File: config.mk
export PLATFORM = sky130hd
export DESIGN_NAME = bm_job_fifo
export DESIGN_NICKNAME = d
export VERILOG_FILES = /design/src/bm_geom_pkg.sv /design/src/bm_job_pkg.sv /design/src/bm_job_fifo.sv
export VERILOG_INCLUDE_DIRS = /design/src
export SDC_FILE = /design/constraint.sdc
export NUM_CORES = 1
export LEC_CHECK = 0
export ABC_CLOCK_PERIOD_IN_PS = 3000
export BUFFER_PORTS_ARGS = -buffer_cell sky130_fd_sc_hd__buf_4
export CORE_UTILIZATION = 40
export DETAILED_ROUTE_END_ITERATION = 7
export GPL_TIMING_DRIVEN = 1
export PLACE_DENSITY = 0.56
export SYNTH_ARGS = -nofsm -noshare
export SYNTH_HDL_FRONTEND = slang
export SYNTH_SLANG_ARGS = --single-unit
File: constraint.sdc
create_clock -name clk -period 3 [get_ports clk]
set_clock_uncertainty 0.2 [all_clocks]
set_input_delay 0.6 -clock clk [delete_from_list [all_inputs] [get_ports clk]]
set_output_delay 0.6 -clock clk [all_outputs]
set_load 0.02 [all_outputs]
File: src/bm_cfg.svh
`ifndef BM_CFG_SVH
`define BM_CFG_SVH

// Pixels packed into one memory word
`define BM_PIX_PER_WORD 4

// Frame geometry in pixels
`define BM_THIRD_W      16
`define BM_CENTER_W     24 // Center frame is padded on both sides
`define BM_THIRD_H      8

// Block and search window sizes in pixels
`define BM_BLOCK_W      4  // One memory word wide
`define BM_BLOCK_H      4
`define BM_SEARCH_W     12
`define BM_SEARCH_H     8

`define BM_FIFO_DEPTH   4

// Row widths in words
`define BM_FRAME_WORDS  (`BM_THIRD_W / `BM_PIX_PER_WORD)
`define BM_CENTER_WORDS (`BM_CENTER_W / `BM_PIX_PER_WORD)

// Memory depths hold two halves of one frame each
`define BM_THIRD_DEPTH  (2 * `BM_FRAME_WORDS * `BM_THIRD_H)
`define BM_CENTER_DEPTH (2 * `BM_CENTER_WORDS * `BM_THIRD_H)

`define BM_NUM_CAND     3 // Horizontal candidate positions per block

// The scan counts the real blocks plus the pad blocks on one side
`define BM_BLOCKS_PER_ROW ((`BM_THIRD_W + (`BM_CENTER_W - `BM_THIRD_W) / 2) / `BM_BLOCK_W)
`define BM_BLOCKS_PER_COL (`BM_THIRD_H / `BM_BLOCK_H)

`endif

File: src/bm_geom_pkg.sv
`default_nettype none

`include "bm_cfg.svh"

package bm_geom_pkg;

    typedef logic [15:0] word_addr_t; // Wraps on negative offsets

    typedef logic [`BM_PIX_PER_WORD*8-1:0] pixel_word_t;

    typedef logic [5:0] blk_coord_t;

    typedef logic [3:0] img_num_t;

    // Block index as it leaves with a result
    typedef struct packed {
        img_num_t   img;
        blk_coord_t row;
        blk_coord_t col;
    } blk_index_t;

    typedef logic [15:0] sad_t;

    typedef logic [3:0] cand_t;

endpackage

`default_nettype wire

File: src/bm_job_pkg.sv
`default_nettype none

package bm_job_pkg;

    import bm_geom_pkg::*;

    // One block to match, as issued by the controller
    typedef struct packed {
        word_addr_t blk_addr;
        word_addr_t srch_addr;
        blk_index_t index;
    } bm_job_t;

    typedef struct packed {
        blk_index_t index;
        cand_t      best_cand; // Word offset inside the window
        sad_t       best_sad;
    } bm_result_t;

    typedef enum logic [1:0] {ST_IDLE, ST_WAITBM, ST_STARTBM, ST_WAIT_FILTER} ctrl_state_t;

    typedef enum logic [1:0] {ENG_IDLE, ENG_READ, ENG_DRAIN, ENG_EMIT} eng_state_t;

endpackage

`default_nettype wire

File: src/bm_job_fifo.sv
`timescale 1ns/1ps
`default_nettype none

`include "bm_cfg.svh"

module bm_job_fifo (
    input  wire                      clk,
    input  wire                      reset,
    input  wire                      push,
    input  wire bm_job_pkg::bm_job_t push_data,
    input  wire                      pop,
    output bm_job_pkg::bm_job_t      head,
    output logic                     empty,
    output logic                     space
);

    import bm_job_pkg::*;

    localparam int ptr_w = $clog2(`BM_FIFO_DEPTH);
    localparam int cnt_w = $clog2(`BM_FIFO_DEPTH + 1);

    bm_job_t          mem [`BM_FIFO_DEPTH];
    logic [ptr_w-1:0] wr_ptr;
    logic [ptr_w-1:0] rd_ptr;
    logic [cnt_w-1:0] count;
    logic             do_push;
    logic             do_pop;

    assign empty   = (count == '0);
    assign space   = (count < cnt_w'(`BM_FIFO_DEPTH));
    assign head    = mem[rd_ptr]; // Head shows through without a register
    assign do_push = push && space;
    assign do_pop  = pop && !empty;

    always_ff @(posedge clk) begin
        if (do_push) mem[wr_ptr] <= push_data;
    end

    always_ff @(posedge clk) begin
        if (reset) begin
            wr_ptr <= '0;
            rd_ptr <= '0;
            count  <= '0;
        end else begin
            if (do_push) begin
                wr_ptr <= (wr_ptr == ptr_w'(`BM_FIFO_DEPTH - 1)) ? '0 : wr_ptr + 1'b1;
            end
            if (do_pop) begin
                rd_ptr <= (rd_ptr == ptr_w'(`BM_FIFO_DEPTH - 1)) ? '0 : rd_ptr + 1'b1;
            end
            if (do_push && !do_pop) count <= count + 1'b1;
            else if (do_pop && !do_push) count <= count - 1'b1;
        end
    end

endmodule

`default_nettype wire

==> results.sh <==
export IMPL_status="completed"
export IMPL_layout_cells_most_common_list="192 x edfxtp_1, 119 x buf_4, 48 x mux4_2"
export IMPL_maxSlewHeadroom_pct=70.9
export IMPL_min_period_ns=2.68
export IMPL_max_clock_freq_mhz=373
export IMPL_grt_pass1_vias=3578
export IMPL_grt_usage_pct=14.3
export IMPL_ctsResizeCount=0
export IMPL_yosys_area_top_type_share_pct=78.2
export IMPL_fin_nets=489
export IMPL_place_congestion=0.666
export IMPL_ys_seq_area_share_pct=80.7
export IMPL_setup_tns_ns=0
export IMPL_ys_warn_count=0
export IMPL_cts_hold_buffers=0
export IMPL_ys_flop_type="edfxtp_1"
export IMPL_power_density_nw_per_um2=884
export IMPL_vias=3392
export IMPL_ys_top_cells_by_area="edfxtp_1 78%, mux4_2 15%, dfxtp_1 2.4%, ha_1 1.0%, mux2i_1 0.54%"
export IMPL_yosysUniqueCellTypes=21
export IMPL_syn_cell_area_sq_um=7370
export IMPL_path_max_fanout=21
export IMPL_async_reset_ff_share_pct=0
export IMPL_dieArea_sq_um=19000
export IMPL_wl_per_cell_um=19.5
export IMPL_startpoint_type="flop"
export IMPL_hold_violations=0
export IMPL_post_route_period_util_pct=89.4
export IMPL_finalPower_w=0.00822
export IMPL_syn_inst=296
export IMPL_initial_core_util_pct=40.9
export IMPL_max_slew_worst_pin_slew_ns=0.437
export IMPL_clock_latency_ns=0.49
export IMPL_io_buffers=101
export IMPL_grt_pass1_wl_um=19800
export IMPL_p_leak_nw=3.20
export IMPL_layout_commonest_cell="edfxtp_1"
export IMPL_chipHeight_um=138
export IMPL_min_path_type="input port to flop"
export IMPL_coreArea_sq_um=18000
export IMPL_cts_tree="done"
export IMPL_synth_nets=355
export IMPL_globalRouteOverflowTotal=0
export IMPL_rsz0062_at_grt="false"
export IMPL_die_x_um=138
export IMPL_core_rowCount=49
export IMPL_area_growth_pct=26.2
export IMPL_grt_max_degree=49
export IMPL_io_pin_count=102
export IMPL_finalMaxSlewViolations=0
export IMPL_cp_end_kind="primary output"
export IMPL_viasPerCell=5.03
export IMPL_root_buffer="clkbuf_16"
export IMPL_drt_pass1_iterations=4
export IMPL_drtAntennaViolNets=0
export IMPL_ctsHtreeMaxLevel=1
export IMPL_cts_buffers=22
export IMPL_clock_sinks=201
export IMPL_hpwl_um=7680
export IMPL_route_detailed_drc=0
export IMPL_crit_required_ns=2.20
export IMPL_clockBufferDepth=3
export IMPL_drt_initial_drc_count=153
export IMPL_arrival_ns=1.88
export IMPL_ir_drop_mv=0.533
export IMPL_antenna_found_initial=0
export IMPL_synth_edff_count=192
export IMPL_finalSetupViolations=0
export IMPL_syn_avg_cell_area_sq_um=24.9
export IMPL_path_clk_slew_ns=0.06
export IMPL_yosys_area_top_type="edfxtp_1"
export IMPL_wl_um=13200
export IMPL_critPathKind="flop to primary output"
export IMPL_drive_gt1_share_pct=47.8
export IMPL_ys_ff_latch=201
export IMPL_n_antenna_cell=0
export IMPL_cap_violations=0
export IMPL_fillers=1463
==> layout make-up <==
class,instances,area [sq um],area share [%]
Clock buffer,26,587,6.31
Clock inverter,14,190,2.04
Inverter,4,15.0,0.161
Multi-Input combinational cell,80,1340,14.4
Sequential cell,201,5950,64.0
Tap cell,229,287,3.08
Timing Repair Buffer,121,933,10.0
==> worst paths after layout <==
kind	startpoint	endpoint	slack, ns	cells after the start
hold reg to reg	rd_ptr[1]	flop	0.34	2
hold / removal	push_data[16]	mem[2][16]	0.11	1
setup reg to reg	count[0]	count[2]	0.59	7
setup / recovery	flop	head[27]	0.32	3
==> logic make-up after synthesis <==
logic type | count (synthesis) | synth area share [%]
AND/OR/NAND/NOR | 15 | 1.02
flip-flops | 201 | 80.7
XOR/XNOR | 2 | 0.238
adder cells (fa/ha/maj) | 7 | 1.29
multiplexers | 52 | 15.2
AO/OA/AOI/OAI | 4 | 0.373
buffers and inverters | 15 | 1.22
==> layer usage <==
layer / wire, um / global-route usage [%] / vias up
met5: 0 / 0 / -
li1: - / - / 1515
met2: 6340 / 22.8 / 97
met4: 190 / 3.80 / 0
met3: 815 / 3.42 / 18
met1: 5840 / 19.8 / 1762
==> per-stage QoR <==
step	worst slack, ns	hold slack (ns)	cells	utilization, %	instance area (sq um)
6_report	0.318	0.111	675	51.6	9300
3_5_place_dp	0.530	0.321	628	47.0	8470
4_1_cts	0.0455	0.0890	668	51.3	9250
3_3_place_gp	0.582	0.322	628	47.0	8470
5_1_grt	0.216	0.0865	675	51.6	9300
2_1_floorplan	0.258	0.256	296	-	7370
==> power by group <==
| part | internal (W) | total, W | switching, W |
|---|---|---|---|
| Combinational | 0.000941 | 0.00194 | 0.000995 |
| Sequential | 0.00339 | 0.00348 | 0.0000954 |
| Clock | 0.00176 | 0.00280 | 0.00105 |
| Total | 0.00608 | 0.00822 | 0.00214 |
==> worst max-delay path: stages (launching register included) <==
cell	delay [ns]
dfxtp_4	0.43
buf_12	0.23
mux4_2	0.54
buf_4	0.17
==> registers in the layout, indices dropped and copies added, names as in the netlist, named ones only <==
signal and count:
mem 192, count 3, wr_ptr 2, rd_ptr 2
==> synth_stat cells (2+ instances only) <==
master and n:
a21oi_1 2, xor2_1 2, buf_4 2, clkbuf_1 3
ha_1 6, mux2i_1 4, nor2_1 6, and2_1 4
buf_2 3, dfxtp_1 9, mux4_2 48, edfxtp_1 192
or3_1 2, inv_1 4, buf_6 3
==> timing repair <==
action                                  4_1_cts  5_1_grt
endpoints found under the setup margin        0        4
endpoints found under the hold margin         0        0
buffers inserted                              0        7
Power figures use the tool's default switching activity.
