===== src/bm_cfg.svh =====
`ifndef BM_CFG_SVH
`define BM_CFG_SVH

// Pixels packed into one memory word
`define BM_PIX_PER_WORD 4

// Frame geometry in pixels
`define BM_THIRD_W      16
`define BM_CENTER_W     24 // Center frame is padded on both sides
`define BM_THIRD_H      8

// Block and search window sizes in pixels
`define BM_BLOCK_W      4  // One memory word wide
`define BM_BLOCK_H      4
`define BM_SEARCH_W     12
`define BM_SEARCH_H     8

`define BM_FIFO_DEPTH   4

// Row widths in words
`define BM_FRAME_WORDS  (`BM_THIRD_W / `BM_PIX_PER_WORD)
`define BM_CENTER_WORDS (`BM_CENTER_W / `BM_PIX_PER_WORD)

// Memory depths hold two halves of one frame each
`define BM_THIRD_DEPTH  (2 * `BM_FRAME_WORDS * `BM_THIRD_H)
`define BM_CENTER_DEPTH (2 * `BM_CENTER_WORDS * `BM_THIRD_H)

`define BM_NUM_CAND     3 // Horizontal candidate positions per block

// The scan counts the real blocks plus the pad blocks on one side
`define BM_BLOCKS_PER_ROW ((`BM_THIRD_W + (`BM_CENTER_W - `BM_THIRD_W) / 2) / `BM_BLOCK_W)
`define BM_BLOCKS_PER_COL (`BM_THIRD_H / `BM_BLOCK_H)

`endif


===== src/bm_geom_pkg.sv =====
`default_nettype none

`include "bm_cfg.svh"

package bm_geom_pkg;

    typedef logic [15:0] word_addr_t; // Wraps on negative offsets

    typedef logic [`BM_PIX_PER_WORD*8-1:0] pixel_word_t;

    typedef logic [5:0] blk_coord_t;

    typedef logic [3:0] img_num_t;

    // Block index as it leaves with a result
    typedef struct packed {
        img_num_t   img;
        blk_coord_t row;
        blk_coord_t col;
    } blk_index_t;

    typedef logic [15:0] sad_t;

    typedef logic [3:0] cand_t;

endpackage

`default_nettype wire


===== src/bm_job_pkg.sv =====
`default_nettype none

package bm_job_pkg;

    import bm_geom_pkg::*;

    // One block to match, as issued by the controller
    typedef struct packed {
        word_addr_t blk_addr;
        word_addr_t srch_addr;
        blk_index_t index;
    } bm_job_t;

    typedef struct packed {
        blk_index_t index;
        cand_t      best_cand; // Word offset inside the window
        sad_t       best_sad;
    } bm_result_t;

    typedef enum logic [1:0] {ST_IDLE, ST_WAITBM, ST_STARTBM, ST_WAIT_FILTER} ctrl_state_t;

    typedef enum logic [1:0] {ENG_IDLE, ENG_READ, ENG_DRAIN, ENG_EMIT} eng_state_t;

endpackage

`default_nettype wire


===== src/bm_ctrl_fsm.sv =====
`timescale 1ns/1ps
`default_nettype none

`include "bm_cfg.svh"

module bm_ctrl_fsm (
    input  wire                      clk,
    input  wire                      reset,
    input  wire bm_geom_pkg::img_num_t img_number_in,
    input  wire                      job_space,
    input  wire bm_geom_pkg::img_num_t done_img,
    output logic                     job_push,
    output bm_job_pkg::bm_job_t      job,
    output logic                     bm_idle,
    output logic                     bm_working_buf
);

    import bm_geom_pkg::*;
    import bm_job_pkg::*;

    localparam int blk_words = `BM_BLOCK_W / `BM_PIX_PER_WORD;

    // Step from one block row to the next
    localparam int third_row_step  = `BM_FRAME_WORDS * `BM_BLOCK_H;
    localparam int center_row_step = `BM_CENTER_WORDS * `BM_BLOCK_H;

    // The window starts above the block by half the height difference
    localparam int srch_rise = `BM_CENTER_WORDS * ((`BM_SEARCH_H - `BM_BLOCK_H) / 2);

    ctrl_state_t state;
    img_num_t    img_number;
    blk_coord_t  blk_col;
    blk_coord_t  blk_row;
    word_addr_t  blk_addr;
    word_addr_t  blk_row_addr; // First block of the next block row
    word_addr_t  srch_addr;
    word_addr_t  srch_row_addr;
    word_addr_t  blk_buf_offset;
    word_addr_t  srch_buf_offset;
    word_addr_t  srch_start;

    assign bm_working_buf = img_number[0];
    assign bm_idle        = (state == ST_IDLE) && job_space;
    assign job_push       = (state == ST_STARTBM); // Space was checked on the way in

    // Odd images live in the upper half of each memory
    assign blk_buf_offset  = img_number[0] ? word_addr_t'(`BM_FRAME_WORDS * `BM_THIRD_H) : '0;
    assign srch_buf_offset = img_number[0] ? word_addr_t'(`BM_CENTER_WORDS * `BM_THIRD_H) : '0;
    assign srch_start      = srch_buf_offset - word_addr_t'(srch_rise);

    always_comb begin
        job.blk_addr  = blk_addr;
        job.srch_addr = srch_addr;
        job.index.img = img_number;
        job.index.row = blk_row;
        job.index.col = blk_col;
    end

    always_ff @(posedge clk) begin
        if (reset) begin
            state      <= ST_IDLE;
            img_number <= '0;
            blk_col    <= '0;
            blk_row    <= '0;
        end else begin
            case (state)
                ST_IDLE: begin
                    if ((img_number_in != img_number) && job_space) begin
                        state         <= ST_STARTBM;
                        blk_col       <= '0;
                        blk_row       <= '0;
                        blk_addr      <= blk_buf_offset;
                        blk_row_addr  <= blk_buf_offset + word_addr_t'(third_row_step);
                        srch_addr     <= srch_start;
                        srch_row_addr <= srch_start + word_addr_t'(center_row_step);
                    end
                end

                ST_WAITBM: begin
                    if (job_space) state <= ST_STARTBM;
                end

                ST_STARTBM: begin
                    if (blk_col == blk_coord_t'(`BM_BLOCKS_PER_ROW - 1)) begin
                        blk_col <= '0;
                        if (blk_row == blk_coord_t'(`BM_BLOCKS_PER_COL - 1)) begin
                            // Last job of the image is out
                            state      <= ST_WAIT_FILTER;
                            img_number <= img_number + 1'b1;
                        end else begin
                            blk_row       <= blk_row + 1'b1;
                            blk_addr      <= blk_row_addr;
                            blk_row_addr  <= blk_row_addr + word_addr_t'(third_row_step);
                            srch_addr     <= srch_row_addr;
                            srch_row_addr <= srch_row_addr + word_addr_t'(center_row_step);
                            state         <= ST_WAITBM;
                        end
                    end else begin
                        blk_col   <= blk_col + 1'b1;
                        blk_addr  <= blk_addr + word_addr_t'(blk_words);
                        srch_addr <= srch_addr + word_addr_t'(blk_words);
                        state     <= ST_WAITBM;
                    end
                end

                ST_WAIT_FILTER: begin
                    // Engine has finished every block of the image
                    if (done_img == img_number) state <= ST_IDLE;
                end

                default: state <= ST_IDLE;
            endcase
        end
    end

endmodule

`default_nettype wire


===== config.mk =====
export PLATFORM = sky130hd
export DESIGN_NAME = bm_ctrl_fsm
export DESIGN_NICKNAME = d
export VERILOG_FILES = /design/src/bm_geom_pkg.sv /design/src/bm_job_pkg.sv /design/src/bm_ctrl_fsm.sv
export VERILOG_INCLUDE_DIRS = /design/src
export SDC_FILE = /design/constraint.sdc
export NUM_CORES = 1
export LEC_CHECK = 0
export BUFFER_PORTS_ARGS = -buffer_cell sky130_fd_sc_hd__buf_2
export CORE_UTILIZATION = 45
export CTS_BUF_LIST = sky130_fd_sc_hd__clkbuf_16
export DETAILED_ROUTE_END_ITERATION = 8
export GPL_ROUTABILITY_DRIVEN = 0
export PLACE_DENSITY = 0.63
export SYNTH_ARGS = -nofsm -noshare
export SYNTH_HDL_FRONTEND = slang
export SYNTH_SLANG_ARGS = --single-unit

===== constraint.sdc =====
create_clock -name clk -period 8.3 [get_ports clk]
set_input_delay 0 -clock clk [delete_from_list [all_inputs] [get_ports clk]]
set_output_delay 0 -clock clk [all_outputs]
set_load 0.05 [all_outputs]

==> impl_metrics.ini <==
[synth]
syn-mean-instance-area_um2 = 9.87
synthCells = 439
synth_edf_count = 57
yosysWarningCount = 0
synth-async-reset-ratio = 0
syn_nets = 459
synthFlopType = edfxtp_1
synthesis.area_um2 = 4330
synth_cell_types = 54
ys_seq_area_frac = 0.478
synth.ff_latch_count = 75

[pwr]
power_frac_seq = 0.455
p_leak_nw = 1.80
swShare = 0.293
switchingPower_mw = 0.294
clkPwrFrac = 0.400
internal-power_mw = 0.711
power_frac_comb = 0.145
p_per_area_nw_per_um2 = 199
ir_worst_vdd_mv = 0.0871
power.total_mw = 1.00

[critical_path]
worstRegToRegCells = 6
r2r_setup_slack_ps = 4920
r2r_start = state[0]$_SDFFE_PP0P_
critical_path_class = flop to flop
start_kind = flop
worstSetupEndpointType = flop
critPathLaunch = state[0]$_SDFFE_PP0P_
endpoint = blk_addr[7]$_SDFFCE_PN0P_
crit_fanout = 47
reg2reg_to = blk_addr[7]$_SDFFCE_PN0P_
crit_required_ps = 8280
cp.arrival_ps = 3360

[clock_network]
cts.sink_count = 75
cts_buffers = 9
htreeDepth = 3
clk_path_buf_depth = 2
clkLatencyLatePin_ps = 330
clk_pin_slew_worst_paths_ps = 60
root_buffer = clkbuf_16
cts_tree = yes
post_cts_resized = 0

[timing]
setup_viol = 0
hold_viol = 0
timing.final.crit_share = 0.407
maxSlewViolCount = 0
clock.fmax_mhz = 296
fin_skew_ps = 11.3
fin_tns_setup_ps = 0
whs_ps = 134
slew_headroom = 0.317
rsz0062_at_grt = no
min_period_ps = 3380
worst_pin_slew_ps = 1020

[min_path]
hp-class = input port to flop
min_delay_path_depth = 2

[detailed_routing]
vias = 3543
drc = 0
first_iter_violations = 204
viasPerCell = 5.65
postRouteWirelength_mm = 9.86
routedWlPerCell_um = 15.7
drtAntennaViolNets = 0
drt_pre_antenna_iters = 5

[finish]
final_net_count = 513
multi_input_area_um2 = 2090
fillers = 869
area_delta_synth_final_pct = 16.4
drive_gt1_frac = 0.187
diodes = 0
register_area_um2 = 2070

[floorplan]
dieWidth_um = 100
num_rows = 35
num_io_pins = 62
die_h_um = 100
die_area_um2 = 10000
start_util = 0.467
core-area_um2 = 9280

[run_status]
status = finished clean

[grt]
grt_pass1_wl_mm = 16.5
grt_max_degree = 48
grt_antenna_before_repair = 0
gr-total-overflow = 0
grt_pass1_vias = 3330
grt.total_usage = 0.209

[placed_design]
dp_hpwl_mm = 6.76
place.port_buffers = 61

[job]
drv_cap = 0
==> area by class of cell <==
cell class	count	area share
repair buffers	64	0.0655
well taps	129	0.0320
clock inverters	7	0.0166
flip-flops and latches	75	0.411
inverters	20	0.0149
clock buffers	9	0.0447
multi-input cells	323	0.415
==> synthesized netlist by cell type, types with 2 or more instances <==
cell,instances,share of area
and4_1,6,0.012
nor3_1,22,0.025
o211ai_1,3,0.0052
nand3b_1,3,0.0052
dfxtp_1,18,0.083
inv_1,20,0.017
o31a_1,3,0.0061
and3_1,4,0.0058
a41oi_1,3,0.0061
o21a_1,5,0.0087
and2_1,3,0.0043
nand4_1,12,0.017
xor2_1,20,0.040
or4_1,4,0.0069
a211oi_1,12,0.021
buf_6,2,0.0052
o21ai_0,14,0.016
nor2_1,45,0.039
buf_4,2,0.0035
nand2_1,25,0.022
or3_1,7,0.010
clkbuf_1,14,0.012
ha_1,9,0.026
nor4_1,10,0.014
nand3_1,27,0.031
buf_2,2,0.0023
a31oi_1,5,0.0072
nand2b_1,6,0.0087
o31ai_1,8,0.014
xnor2_1,23,0.047
a311oi_1,6,0.012
a21oi_1,18,0.021
edfxtp_1,57,0.40
==> power by group through the flow <==
| stage | clock, mW | combinational, mW | sequential (mW) |
|---|---|---|---|
| after detailed placement | 0 | 0.145 | 0.465 |
| after floorplan | 0 | 0.0753 | 0.496 |
| final | 0.402 | 0.145 | 0.457 |
| after CTS | 0.408 | 0.146 | 0.457 |
| after global placement | 0 | 0.143 | 0.464 |
| after global routing | 0.424 | 0.159 | 0.461 |
==> critical path, stage by stage, from the launching register on <==
cell and delay [ps]:
dfxtp_1 430, nand2b_2 820, inv_1 640, nand3_1 430, nor2_1 100, nor3_2 160
buf_4 400
==> cell usage in the layout, fill, tap and decap left out, types with 4 or more instances in the layout <==
cell type,count
a211oi_1,12
a21oi_1,18
a311oi_1,6
a31oi_1,5
and3_1,4
and4_1,6
buf_2,61
clkbuf_16,9
dfxtp_1,18
edfxtp_1,57
ha_1,9
inv_1,20
nand2_1,25
nand2b_1,5
nand3_1,27
nand4_1,12
nor2_1,45
nor3_1,20
nor4_1,10
o21a_1,5
o21ai_0,14
o31ai_1,8
or3_1,7
or4_1,4
xnor2_1,23
xor2_1,20
==> what timing repair did <==
| action | in CTS | in global routing |
|---|---|---|
| setup buffers | 0 | 0 |
| endpoints found under the hold margin | 1 | 0 |
| hold buffers | 1 | 0 |
==> stage by stage <==
stage          worst slack, ps  utilization  instance area (µm²)  instances
2_1_floorplan             4140            -                 4330        439
3_3_place_gp              5050        0.509                 4720        610
3_5_place_dp              4940        0.509                 4720        610
4_1_cts                   4910        0.543                 5040        627
5_1_grt                   4600        0.543                 5040        627
6_report                  4920        0.543                 5040        627
==> flip-flops by register name (all words and copies together), names as in the netlist <==
register       flops
blk_row            6
srch_addr         16
blk_addr          16
srch_row_addr     13
img_number         4
blk_col            6
state              2
blk_row_addr      12
==> logic make-up after synthesis <==
group                      count (synthesis)  synth area share
and+or+nand+nor                          183             0.223
AOI/OAI and AO/OA                         87             0.142
DFF                                       75             0.478
xor gates and xnor gates                  43            0.0869
buffers and inverters                     41            0.0413
adders and majority gates                  9            0.0260
muxes                                      1           0.00260
==> how the worst min path moves through the flow <==
stage / start / to / slack [ps]
after floorplan: job_space / state[1]$_SDFFE_PP0P_ / 200
after global placement: job_space / state[1]$_SDFFE_PP0P_ / 330
after detailed placement: job_space / state[1]$_SDFFE_PP0P_ / 340
after CTS: reset / img_number[1]$_SDFFE_PP0P_ / 120
after global routing: reset / img_number[1]$_SDFFE_PP0P_ / 140
final: reset / img_number[0]$_SDFFE_PP0P_ / 130
==> per-layer routing <==
layer,up-vias,GRT usage,part of all wire
li1,1752,-,-
met3,12,0.0272,0.046
met2,93,0.299,0.43
met4,0,0.0736,0.014
met5,-,0,0
met1,1686,0.322,0.51
(Power assumes the default switching activity.)
