**src/bm_cfg.svh**
```systemverilog
`ifndef BM_CFG_SVH
`define BM_CFG_SVH

// Pixels packed into one memory word
`define BM_PIX_PER_WORD 4

// Frame geometry in pixels
`define BM_THIRD_W      16
`define BM_CENTER_W     24 // Center frame is padded on both sides
`define BM_THIRD_H      8

// Block and search window sizes in pixels
`define BM_BLOCK_W      4  // One memory word wide
`define BM_BLOCK_H      4
`define BM_SEARCH_W     12
`define BM_SEARCH_H     8

`define BM_FIFO_DEPTH   4

// Row widths in words
`define BM_FRAME_WORDS  (`BM_THIRD_W / `BM_PIX_PER_WORD)
`define BM_CENTER_WORDS (`BM_CENTER_W / `BM_PIX_PER_WORD)

// Memory depths hold two halves of one frame each
`define BM_THIRD_DEPTH  (2 * `BM_FRAME_WORDS * `BM_THIRD_H)
`define BM_CENTER_DEPTH (2 * `BM_CENTER_WORDS * `BM_THIRD_H)

`define BM_NUM_CAND     3 // Horizontal candidate positions per block

// The scan counts the real blocks plus the pad blocks on one side
`define BM_BLOCKS_PER_ROW ((`BM_THIRD_W + (`BM_CENTER_W - `BM_THIRD_W) / 2) / `BM_BLOCK_W)
`define BM_BLOCKS_PER_COL (`BM_THIRD_H / `BM_BLOCK_H)

`endif

```
**src/bm_geom_pkg.sv**
```systemverilog
`default_nettype none

`include "bm_cfg.svh"

package bm_geom_pkg;

    typedef logic [15:0] word_addr_t; // Wraps on negative offsets

    typedef logic [`BM_PIX_PER_WORD*8-1:0] pixel_word_t;

    typedef logic [5:0] blk_coord_t;

    typedef logic [3:0] img_num_t;

    // Block index as it leaves with a result
    typedef struct packed {
        img_num_t   img;
        blk_coord_t row;
        blk_coord_t col;
    } blk_index_t;

    typedef logic [15:0] sad_t;

    typedef logic [3:0] cand_t;

endpackage

`default_nettype wire

```
**src/bm_job_pkg.sv**
```systemverilog
`default_nettype none

package bm_job_pkg;

    import bm_geom_pkg::*;

    // One block to match, as issued by the controller
    typedef struct packed {
        word_addr_t blk_addr;
        word_addr_t srch_addr;
        blk_index_t index;
    } bm_job_t;

    typedef struct packed {
        blk_index_t index;
        cand_t      best_cand; // Word offset inside the window
        sad_t       best_sad;
    } bm_result_t;

    typedef enum logic [1:0] {ST_IDLE, ST_WAITBM, ST_STARTBM, ST_WAIT_FILTER} ctrl_state_t;

    typedef enum logic [1:0] {ENG_IDLE, ENG_READ, ENG_DRAIN, ENG_EMIT} eng_state_t;

endpackage

`default_nettype wire

```
**src/bm_sad_engine.sv**
```systemverilog
`timescale 1ns/1ps
`default_nettype none

`include "bm_cfg.svh"

module bm_sad_engine (
    input  wire                       clk,
    input  wire                       reset,
    input  wire bm_job_pkg::bm_job_t  job_head,
    input  wire                       job_empty,
    output logic                      job_pop,
    output bm_geom_pkg::word_addr_t   blk_rd_addr,
    output bm_geom_pkg::word_addr_t   srch_rd_addr,
    input  wire bm_geom_pkg::pixel_word_t blk_rd_data,
    input  wire bm_geom_pkg::pixel_word_t srch_rd_data,
    output logic                      res_valid,
    output bm_job_pkg::bm_result_t    res,
    output bm_geom_pkg::img_num_t     done_img
);

    import bm_geom_pkg::*;
    import bm_job_pkg::*;

    localparam int row_w         = $clog2(`BM_BLOCK_H);
    localparam int srch_row_skip = (`BM_SEARCH_H - `BM_BLOCK_H) / 2;

    eng_state_t       state;
    bm_job_t          job_q;
    logic [row_w-1:0] row;
    cand_t            cand;
    logic             rd_valid;    // Memory data of the last cycle's read is present
    logic             rd_last_row;
    cand_t            rd_cand;
    sad_t             sad_acc;
    sad_t             row_sad;
    sad_t             cand_sad;
    sad_t             best_sad;
    cand_t            best_cand;

    function automatic sad_t word_sad(input pixel_word_t a, input pixel_word_t b);
        sad_t       sum;
        logic [7:0] pa;
        logic [7:0] pb;
        sum = '0;
        for (int i = 0; i < `BM_PIX_PER_WORD; i++) begin
            pa  = a[i*8 +: 8];
            pb  = b[i*8 +: 8];
            sum = sum + sad_t'((pa > pb) ? (pa - pb) : (pb - pa));
        end
        return sum;
    endfunction

    assign job_pop   = (state == ENG_IDLE) && !job_empty;
    assign res_valid = (state == ENG_EMIT);

    // Window rows start below the job's search address by the vertical margin
    assign blk_rd_addr  = job_q.blk_addr + word_addr_t'(row * `BM_FRAME_WORDS);
    assign srch_rd_addr = job_q.srch_addr + word_addr_t'((row + srch_row_skip) * `BM_CENTER_WORDS)
                          + word_addr_t'(cand);

    assign row_sad  = word_sad(blk_rd_data, srch_rd_data);
    assign cand_sad = sad_acc + row_sad;

    always_comb begin
        res.index     = job_q.index;
        res.best_cand = best_cand;
        res.best_sad  = best_sad;
    end

    always_ff @(posedge clk) begin
        if (reset) begin
            state    <= ENG_IDLE;
            rd_valid <= 1'b0;
            done_img <= '0;
        end else begin
            rd_valid    <= (state == ENG_READ);
            rd_last_row <= (row == row_w'(`BM_BLOCK_H - 1));
            rd_cand     <= cand;

            // Accumulation runs one cycle behind the addresses
            if (rd_valid) begin
                if (rd_last_row) begin
                    sad_acc <= '0;
                    if ((rd_cand == '0) || (cand_sad < best_sad)) begin // Ties keep the lower one
                        best_sad  <= cand_sad;
                        best_cand <= rd_cand;
                    end
                end else begin
                    sad_acc <= cand_sad;
                end
            end

            case (state)
                ENG_IDLE: begin
                    if (!job_empty) begin
                        job_q   <= job_head;
                        row     <= '0;
                        cand    <= '0;
                        sad_acc <= '0;
                        state   <= ENG_READ;
                    end
                end

                ENG_READ: begin
                    if (row == row_w'(`BM_BLOCK_H - 1)) begin
                        row <= '0;
                        if (cand == cand_t'(`BM_NUM_CAND - 1)) state <= ENG_DRAIN;
                        else cand <= cand + 1'b1;
                    end else begin
                        row <= row + 1'b1;
                    end
                end

                ENG_DRAIN: state <= ENG_EMIT; // Last row is scored here

                ENG_EMIT: begin
                    if ((job_q.index.row == blk_coord_t'(`BM_BLOCKS_PER_COL - 1)) &&
                        (job_q.index.col == blk_coord_t'(`BM_BLOCKS_PER_ROW - 1))) begin
                        done_img <= job_q.index.img + 1'b1;
                    end
                    state <= ENG_IDLE;
                end

                default: state <= ENG_IDLE;
            endcase
        end
    end

endmodule

`default_nettype wire

```
**config.mk**
```make
export PLATFORM = sky130hd
export DESIGN_NAME = bm_sad_engine
export DESIGN_NICKNAME = d
export VERILOG_FILES = /design/src/bm_geom_pkg.sv /design/src/bm_job_pkg.sv /design/src/bm_sad_engine.sv
export VERILOG_INCLUDE_DIRS = /design/src
export SDC_FILE = /design/constraint.sdc
export NUM_CORES = 1
export LEC_CHECK = 0
export BUFFER_PORTS_ARGS = -buffer_cell sky130_fd_sc_hd__buf_4
export CORE_UTILIZATION = 62
export CTS_BUF_LIST = sky130_fd_sc_hd__clkbuf_16
export CTS_CLUSTER_SIZE = 25
export DETAILED_ROUTE_END_ITERATION = 10
export HOLD_SLACK_MARGIN = 0.12
export PLACE_DENSITY = 0.84
export SLEW_MARGIN = 5
export SYNTH_ARGS = -nofsm -noshare
export SYNTH_HDL_FRONTEND = slang
export SYNTH_SLANG_ARGS = --single-unit
```
**constraint.sdc**
```tcl
create_clock -name clk -period 15.8 [get_ports clk]
set_input_delay 3.16 -clock clk [delete_from_list [all_inputs] [get_ports clk]]
set_output_delay 3.16 -clock clk [all_outputs]
set_load 0.005 [all_outputs]
```
==> results of run 1 <==
==> kinds of logic after synthesis <==
group / after synthesis
buffers and inverters: 230
xor gates and xnor gates: 70
and+or+nand+nor: 203
AOI/OAI and AO/OA: 191
adders and majority gates: 173
DFF: 102
muxes: 18
==> stage by stage <==
stage	std cells	worst slack, ps	util, %
after floorplan	987	5440	-
after global placement	1355	4630	73.5
after detailed placement	1355	4410	73.5
after CTS	1371	4700	75.3
after global routing	1371	4100	75.3
final	1371	4580	75.3
==> registers in the layout (all words and copies together), names as in the netlist, 4 cells and up <==
signal / cells
best_sad: 16
sad_acc: 16
res: 16
job_q: 32
best_cand: 4
rd_cand: 4
done_img: 4
cand: 4
==> layout make-up <==
class	count	area [um^2]	share of cell area [%]
multi-input cells	655	5840	50.6
clock inverters	7	48.8	0.423
repair buffers	189	1420	12.3
clock buffers	9	225	1.95
flip-flops and latches	102	2990	26.0
inverters	198	743	6.44
well taps	211	264	2.29
==> critical path: cells and delay by family <==
family / cells / cell delay, ps
multiplexers: 1 / 430
AND/OR/NAND/NOR: 3 / 470
AO/OA/AOI/OAI: 10 / 3610
XOR/XNOR: 2 / 470
adder cells (fa/ha/maj): 6 / 2550
buffers and inverters: 5 / 470
==> how the worst max path moves through the flow <==
stage / start / to / cells past startpoint
finish: blk_rd_data[13] / best_sad[6] / 27
global route: blk_rd_data[13] / best_cand[2] / 29
CTS: blk_rd_data[13] / best_sad[6] / 27
detailed placement: blk_rd_data[13] / best_sad[2] / 28
global placement: blk_rd_data[13] / best_sad[3] / 27
floorplan: blk_rd_data[2] / best_cand[0] / 26
==> cells in the final DEF (no fill, tap or decap), types with 25 or more instances in the layout <==
master / instances
buf_4: 189
edfxtp_1: 95
xnor2_1: 53
a21o_1: 26
ha_1: 116
a21oi_1: 58
nand2_1: 33
inv_1: 199
o21ai_0: 25
nor2b_1: 25
nor2_1: 55
fa_1: 57
==> metal layers <==
| layer | global-route usage (%) | wire length (um) |
|---|---|---|
| met2 | 50.5 | 10800 |
| met4 | 10.7 | 692 |
| met1 | 34.0 | 8740 |
| met5 | 0 | 0 |
| met3 | 5.65 | 1550 |
==> impl_metrics.py, run 1 <==
metrics = {
    "clock_tree": {
        "htreeDepth": 3,
        "post_cts_resized": 0,
        "cts_tree": "built",
        "cts_max_path_buffers": 2,
        "cts_setup_buffers": 0,
        "root_buffer": "clkbuf_16",
        "cts.sinks": 102,
        "hold_buffers": 0,
        "worstSkewPairLatency_ps": 350,
        "cts_buffers": 9,
        "path_clk_slew_ps": 70,
    },
    "timing": {
        "setup_tns_ps": 0,
        "fmaxAchievable_mhz": 89.1,
        "fin_crit_ps": 11220,
        "fin_crit_sh_pct": 71.0,
        "rsz0062_at_grt": "false",
        "worstMarginPinSlew_ps": 1190,
        "hold_viol_final": 0,
        "setup_violations": 0,
        "maxSlewHeadroom_pct": 20.5,
        "fin_worst_skew_ps": 8.58,
        "drv_slew": 0,
        "worst_hold_slack_ps": 441,
    },
    "min_path": {
        "holdCritStartpoint": "rd_cand[1]",
        "min_delay_path_depth": 0,
        "worstHoldEndpoint": "best_cand[1]",
        "hold_class": "reg2reg",
    },
    "detailed_routing": {
        "vias": 7516,
        "drc": 0,
        "avgRoutedWirePerCell_um": 15.9,
        "postRouteAntennaNets": 0,
        "totalWireLength_mm": 21.8,
        "drtIter0Drc": 427,
        "post_drt_via_cell_ratio": 5.48,
        "first_pass_iters": 5,
    },
    "synth": {
        "synth_adder_area_share_pct": 26.5,
        "synth-edff-count": 95,
        "synth_commonest_cells": "inv_1 (198), ha_1 (116), edfxtp_1 (95)",
        "yosys.cell_types.count": 77,
        "synth_top_family_by_area": "adder cells",
        "synthMuxAreaShare_pct": 1.92,
        "synth_xor_area_share_pct": 6.27,
        "ys_ff_latch": 102,
        "synth_simple_gate_area_share_pct": 11.0,
        "synth.largest_area_cell": "edfxtp_1",
        "synth_flop_cell": "edfxtp_1",
        "synthArstFlopShare_pct": 0,
        "ys_top_cells_by_area": "edfxtp_1 (29%), ha_1 (15%), fa_1 (12%)",
        "synth_warnings": 0,
        "syn_area_per_cell_um2": 9.90,
        "synth_cells": 987,
        "syn_nets": 1275,
        "synth-compound-area-share_pct": 13.9,
        "synth.yosys.seq_area_share_pct": 30.6,
        "yosysTopAreaCellShare_pct": 29.2,
        "synth_most_common_cell": "inv_1",
        "synth_area_mm2": 0.00977,
    },
    "layout": {
        "antennaDiodeCount": 0,
        "stdcell_area_mm2": 0.0115,
        "syn_to_final_growth_pct": 18.0,
        "n_fill_cell": 1051,
        "nNetsFinal": 1443,
        "drive_gt1_share_pct": 20.8,
    },
    "die": {
        "fp-row-count": 45,
        "pin_count": 189,
        "die_h_um": 128,
        "die_area_mm2": 0.0163,
        "chipWidth_um": 128,
        "core-area_mm2": 0.0153,
        "start_util_pct": 63.8,
    },
    "critical_path": {
        "r2r_setup_slack_ps": 9110,
        "crit_fanout": 20,
        "slowest_stage": "a21oi_2",
        "critPathLaunchType": "input pin",
        "crit_required_ps": 15760,
        "timing.rr.end": "best_sad[6]",
        "ff2ff_path_depth": 21,
        "critPathKind": "in2reg",
        "crit_arrival_ps": 11180,
        "cp_slowest_stage_delay_ps": 860,
        "setup.worst_path.end_class": "flop",
        "critPathMostFrequentCell": "inv_1",
        "reg2reg_from": "sad_acc[1]",
    },
    "grt": {
        "grt_max_degree": 49,
        "antenna_found_initial": 0,
        "grt_pass1_vias": 7813,
        "grt_overflow": 0,
        "gr-usage-all-layers_pct": 28.4,
        "grt_pass1_wl_mm": 36.4,
    },
    "place": {
        "place_hpwl_mm": 17.9,
        "gp_congestion": 0.899,
        "portBuffers": 188,
        "place_area_mm2": 0.0113,
    },
    "flow_run": {
        "maxCapViolations": 0,
    },
    "run_status": {
        "outcome": "finished, final reports clean",
    },
}
Power of run 1 is not shown: default switching activity piles up to over one toggle a cycle in this logic, so the estimate is an artifact.
==> inputs of run 2 (changes only) <==
CORE_UTILIZATION = 57   (was 62)
PLACE_DENSITY = 0.78   (was 0.84)
clock period = 11.5 ns   (was 15.8 ns; I/O delays follow)
==> run 2 against run 1 <==
  * Clock-buffer cell count stayed put
  * Worst setup slack worse by 2900 ps
  * Sequential share of layout area hardly changed
  * Critical path depth is 2 higher
  * Largest cell class unchanged
==> impl_metrics.py, run 2 (synthesis results as in run 1) <==
metrics = {
    "run_status": {
        "outcome": "finished, final reports clean",
    },
    "timing": {
        "worst_hold_slack_ps": 447,
        "rsz0062_at_grt": "false",
        "fmaxAchievable_mhz": 102,
        "worstMarginPinSlew_ps": 1210,
        "setup_violations": 0,
        "setup_tns_ps": 0,
        "fin_crit_sh_pct": 84.9,
        "fin_crit_ps": 9770,
        "fin_worst_skew_ps": 7.47,
        "drv_slew": 0,
        "maxSlewHeadroom_pct": 19.3,
        "hold_viol_final": 0,
    },
    "layout": {
        "n_fill_cell": 1289,
        "antennaDiodeCount": 0,
        "top_register": "job_q",
        "nNetsFinal": 1445,
        "multi_input_area_mm2": 0.00583,
        "drive_gt1_share_pct": 20.9,
        "seq_area_mm2": 0.00299,
        "mostFrequentLayoutCells": "inv_1 (198), buf_4 (191), ha_1 (116)",
        "syn_to_final_growth_pct": 18.2,
        "final_common_cell": "inv_1",
        "largest_register_ffs": 32,
    },
    "critical_path": {
        "reg2reg_from": "sad_acc[1]",
        "timing.rr.end": "best_cand[0]",
        "ff2ff_path_depth": 22,
        "cp-endpoint": "best_cand[0]",
        "critPathKind": "in2reg",
        "critPathLaunchType": "input pin",
        "setup.worst_path.end_class": "flop",
        "startpoint": "blk_rd_data[10]",
        "slowest_stage": "a211oi_2",
        "critPathMostFrequentCell": "inv_1",
        "crit_arrival_ps": 9790,
        "crit_fanout": 20,
        "cp_slowest_stage_delay_ps": 760,
        "r2r_setup_slack_ps": 5550,
        "crit_required_ps": 11530,
    },
    "clock_tree": {
        "path_clk_slew_ps": 70,
        "post_cts_resized": 0,
        "cts_max_path_buffers": 2,
        "cts_tree": "built",
        "cts_setup_buffers": 0,
        "hold_buffers": 0,
        "cts.sinks": 102,
        "root_buffer": "clkbuf_16",
        "worstSkewPairLatency_ps": 340,
        "cts_buffers": 9,
        "htreeDepth": 3,
    },
    "detailed_routing": {
        "vias": 7410,
        "drc": 0,
        "totalWireLength_mm": 21.0,
        "post_drt_via_cell_ratio": 5.36,
        "avgRoutedWirePerCell_um": 15.2,
        "postRouteAntennaNets": 0,
        "drtIter0Drc": 356,
        "first_pass_iters": 5,
    },
    "flow_run": {
        "maxCapViolations": 0,
    },
    "grt": {
        "grt_pass1_vias": 7451,
        "gr-usage-all-layers_pct": 25.2,
        "grt_pass1_wl_mm": 35.5,
        "antenna_found_initial": 0,
        "grt_max_degree": 49,
        "grt_overflow": 0,
    },
    "place": {
        "portBuffers": 188,
        "gp_congestion": 0.882,
        "place_hpwl_mm": 17.6,
    },
    "die": {
        "fp-row-count": 47,
        "chipWidth_um": 133,
        "start_util_pct": 58.7,
        "pin_count": 189,
        "die_h_um": 133,
        "die_area_mm2": 0.0177,
        "core-area_mm2": 0.0166,
    },
    "min_path": {
        "hold_class": "reg2reg",
    },
}
[run 2: cell types whose count changed in the layout (fill, tap and decap cells not counted)]
cell	delta
nor3_2	-1
nor3_1	+1
inv_1	-1
clkinv_2	+1
inv_6	-1
buf_4	+2
clkinvlp_4	+1
[run 2: worst max-delay path, delay by kind of cell]
kind	cells	cell delay [ps]
muxes	1	430
adders and majority gates	6	2480
xor gates and xnor gates	2	400
AOI/OAI and AO/OA	10	2910
buffers and inverters	6	760
and+or+nand+nor	4	490
[run 2: how the worst min path moves through the flow]
| stage | from | endpoint | slack, ps | depth (start not counted) |
|---|---|---|---|---|
| 3_3_place_gp | rd_cand[1] | best_cand[1] | 430 | 0 |
| 3_5_place_dp | rd_cand[3] | best_cand[3] | 430 | 0 |
| 5_1_grt | rd_cand[2] | best_cand[2] | 460 | 0 |
| 4_1_cts | rd_cand[3] | best_cand[3] | 450 | 0 |
| 6_report | rd_cand[1] | best_cand[1] | 450 | 0 |
| 2_1_floorplan | rd_cand[2] | best_cand[2] | 420 | 0 |
[run 2: cell type report]
class | count | share of cell area, %
Multi-Input combinational cell | 655 | 50.5
Sequential cell | 102 | 25.9
Timing Repair Buffer | 191 | 12.4
Inverter | 198 | 6.43
Tap cell | 220 | 2.38
Clock buffer | 9 | 1.95
Clock inverter | 7 | 0.422
[run 2: metrics by stage]
stage | std cells | instance area (um^2) | setup WS (ps) | util, %
after detailed placement | 1366 | 11300 | 1450 | 67.8
final | 1382 | 11600 | 1730 | 69.4
after global placement | 1366 | 11300 | 1580 | 67.8
after floorplan | 987 | 9770 | 2000 | -
after global routing | 1382 | 11600 | 1190 | 69.4
after CTS | 1382 | 11600 | 1790 | 69.4
[run 2: metal layers]
metal  vias up  GRT usage, %  routed length (um)
li1       3651             -                   -
met1      3501          31.5                8770
met2       228          43.6               10400
met3        30          5.10                1340
met4         0          7.98                 473
met5         -             0                   0
Power of run 2 is left out for the same reason.
==> inputs of run 3 (changes only) <==
CORE_UTILIZATION = 52   (was 57)
PLACE_DENSITY = 0.75   (was 0.78)
clock period = 8.3 ns   (was 11.5 ns; I/O delays follow)
==> run 3 against run 2 <==
  * The flow now finishes with violations (DRC)
  * Final cell count increased by 5.9%
  * Sequential share of layout area decreased by 1.7 points
  * Highest routed layer unchanged
  * Routed wire length increased by 7.8%
  * Clock skew increased by 0.99 ps
  * Die area increased by 9.5%
==> impl_metrics.py, run 3 (synthesis results as in run 1) <==
metrics = {
    "die": {
        "die_h_um": 139,
        "fp-row-count": 49,
        "start_util_pct": 53.7,
        "pin_count": 189,
        "chipWidth_um": 139,
        "core-area_mm2": 0.0182,
        "die_area_mm2": 0.0193,
    },
    "clock_tree": {
        "root_buffer": "clkbuf_16",
        "cts_tree": "built",
        "path_clk_slew_ps": 70,
        "hold_buffers": 0,
        "cts_buffers": 9,
        "worstSkewPairLatency_ps": 340,
        "cts_max_path_buffers": 2,
        "htreeDepth": 3,
        "cts.sinks": 102,
    },
    "timing": {
        "setup_violations": 0,
        "fin_worst_skew_ps": 8.46,
        "fin_crit_sh_pct": 97.5,
        "fin_crit_ps": 8090,
        "worstMarginPinSlew_ps": 959,
        "maxSlewHeadroom_pct": 36.0,
        "hold_viol_final": 0,
        "drv_slew": 0,
        "fmaxAchievable_mhz": 124,
    },
    "grt": {
        "grt_pass1_wl_mm": 36.7,
        "gr-usage-all-layers_pct": 23.5,
        "grt_pass1_vias": 7914,
        "grt_max_degree": 49,
        "antenna_found_initial": 0,
        "grt_overflow": 0,
    },
    "critical_path": {
        "setup.worst_path.end_class": "flop",
        "path_buf_inv": 7,
        "crit_required_ps": 8360,
        "crit_family": "adder cells",
        "crit_fanout": 7,
        "startpoint": "blk_rd_data[13]",
        "crit_arrival_ps": 8160,
        "reg2reg_from": "sad_acc[1]",
        "slowest_stage": "fa_1",
        "critPathMostFrequentCell": "buf_4",
        "critPathLaunchType": "input pin",
        "critPathKind": "in2reg",
        "cp_slowest_stage_delay_ps": 510,
    },
    "layout": {
        "mostFrequentLayoutCells": "buf_4 (257), inv_1 (197), ha_1 (113)",
        "antennaDiodeCount": 0,
        "n_fill_cell": 1426,
        "nNetsFinal": 1517,
        "top_register": "job_q",
        "largest_register_ffs": 32,
        "final_cell_count_no_fill": 1463,
        "drive_gt1_share_pct": 28.0,
        "syn_to_final_growth_pct": 26.8,
        "final_common_cell": "buf_4",
    },
    "place": {
        "gp_congestion": 0.887,
        "portBuffers": 188,
        "place_inst": 1439,
        "place_hpwl_mm": 18.6,
    },
    "detailed_routing": {
        "drc": 9,
        "drtIter0Drc": 407,
        "totalWireLength_mm": 22.6,
        "vias": 7724,
        "first_pass_iters": 9,
        "postRouteAntennaNets": 0,
        "avgRoutedWirePerCell_um": 15.5,
        "post_drt_via_cell_ratio": 5.28,
    },
    "run_status": {
        "outcome": "complete, but fails checks",
        "violations": "DRC",
    },
    "min_path": {
        "hold_class": "reg2reg",
        "holdCritStartpoint": "rd_cand[1]",
    },
    "flow_run": {
        "maxCapViolations": 0,
    },
}
==> run 3: metal layers <==
layer | vias to the layer above | track usage [%] | wire length (um) | part of all wire, %
li1 | 3798 | - | - | -
met1 | 3663 | 28.4 | 9380 | 41
met2 | 227 | 42.2 | 11400 | 50
met3 | 36 | 5.21 | 1370 | 6.0
met4 | 0 | 6.49 | 476 | 2.1
met5 | - | 0 | 0 | 0
==> run 3: worst reg2reg max path, cell delays in order (launching register included) <==
cell and delay, ps:
edfxtp_1 440, fa_1 550, inv_1 50, fa_1 520, inv_1 50, fa_1 540, ha_1 180, inv_1 60
fa_2 350, nor2b_2 110, o21a_1 130, o21ai_1 90, a21oi_2 200, o41ai_2 80, buf_4 150, o21ai_2 150
a31oi_1 120, xnor2_1 310, xnor2_2 120, ha_1 190, nand2_1 50, nand4_1 160, a21oi_4 300, clkbuf_16 200
==> run 3: path summary, 6_finish.rpt <==
| check | cells past startpoint | slack, ps | to |
|---|---|---|---|
| setup / recovery | 30 | 210 | best_sad[3] |
| hold / removal | 0 | 450 | best_cand[1] |
| setup reg to reg | 23 | 2900 | best_sad[3] |
| hold reg to reg | 0 | 450 | best_cand[1] |
==> run 3: final cells by class <==
class / instances / area, um^2 / share of cell area, %
well taps: 229 / 287 / 2.31
clock buffers: 9 / 225 / 1.82
flip-flops and latches: 102 / 2990 / 24.2
repair buffers: 263 / 2030 / 16.4
clock inverters: 7 / 77.6 / 0.626
inverters: 198 / 743 / 6.00
multi-input cells: 655 / 6040 / 48.7
==> run 3: per-stage QoR <==
stage	hold WS [ps]	setup TNS, ps	instance area, um^2	utilization, %	setup slack (ps)
2_1_floorplan	417	0	9780	-	42.8
3_3_place_gp	426	-1880	11800	64.8	-95.9
3_5_place_dp	428	-4150	11800	64.8	-210
4_1_cts	451	0	12100	66.5	84.9
5_1_grt	462	-1720	12400	68.0	-106
6_report	452	0	12400	68.0	206
==> run 3: timing repair <==
item                                   CTS  global route
resized for setup                        0            42
endpoints found under the hold margin    0             0
setup endpoints to repair                0            20
setup buffers                            0             7
Power of run 3 is left out for the same reason.
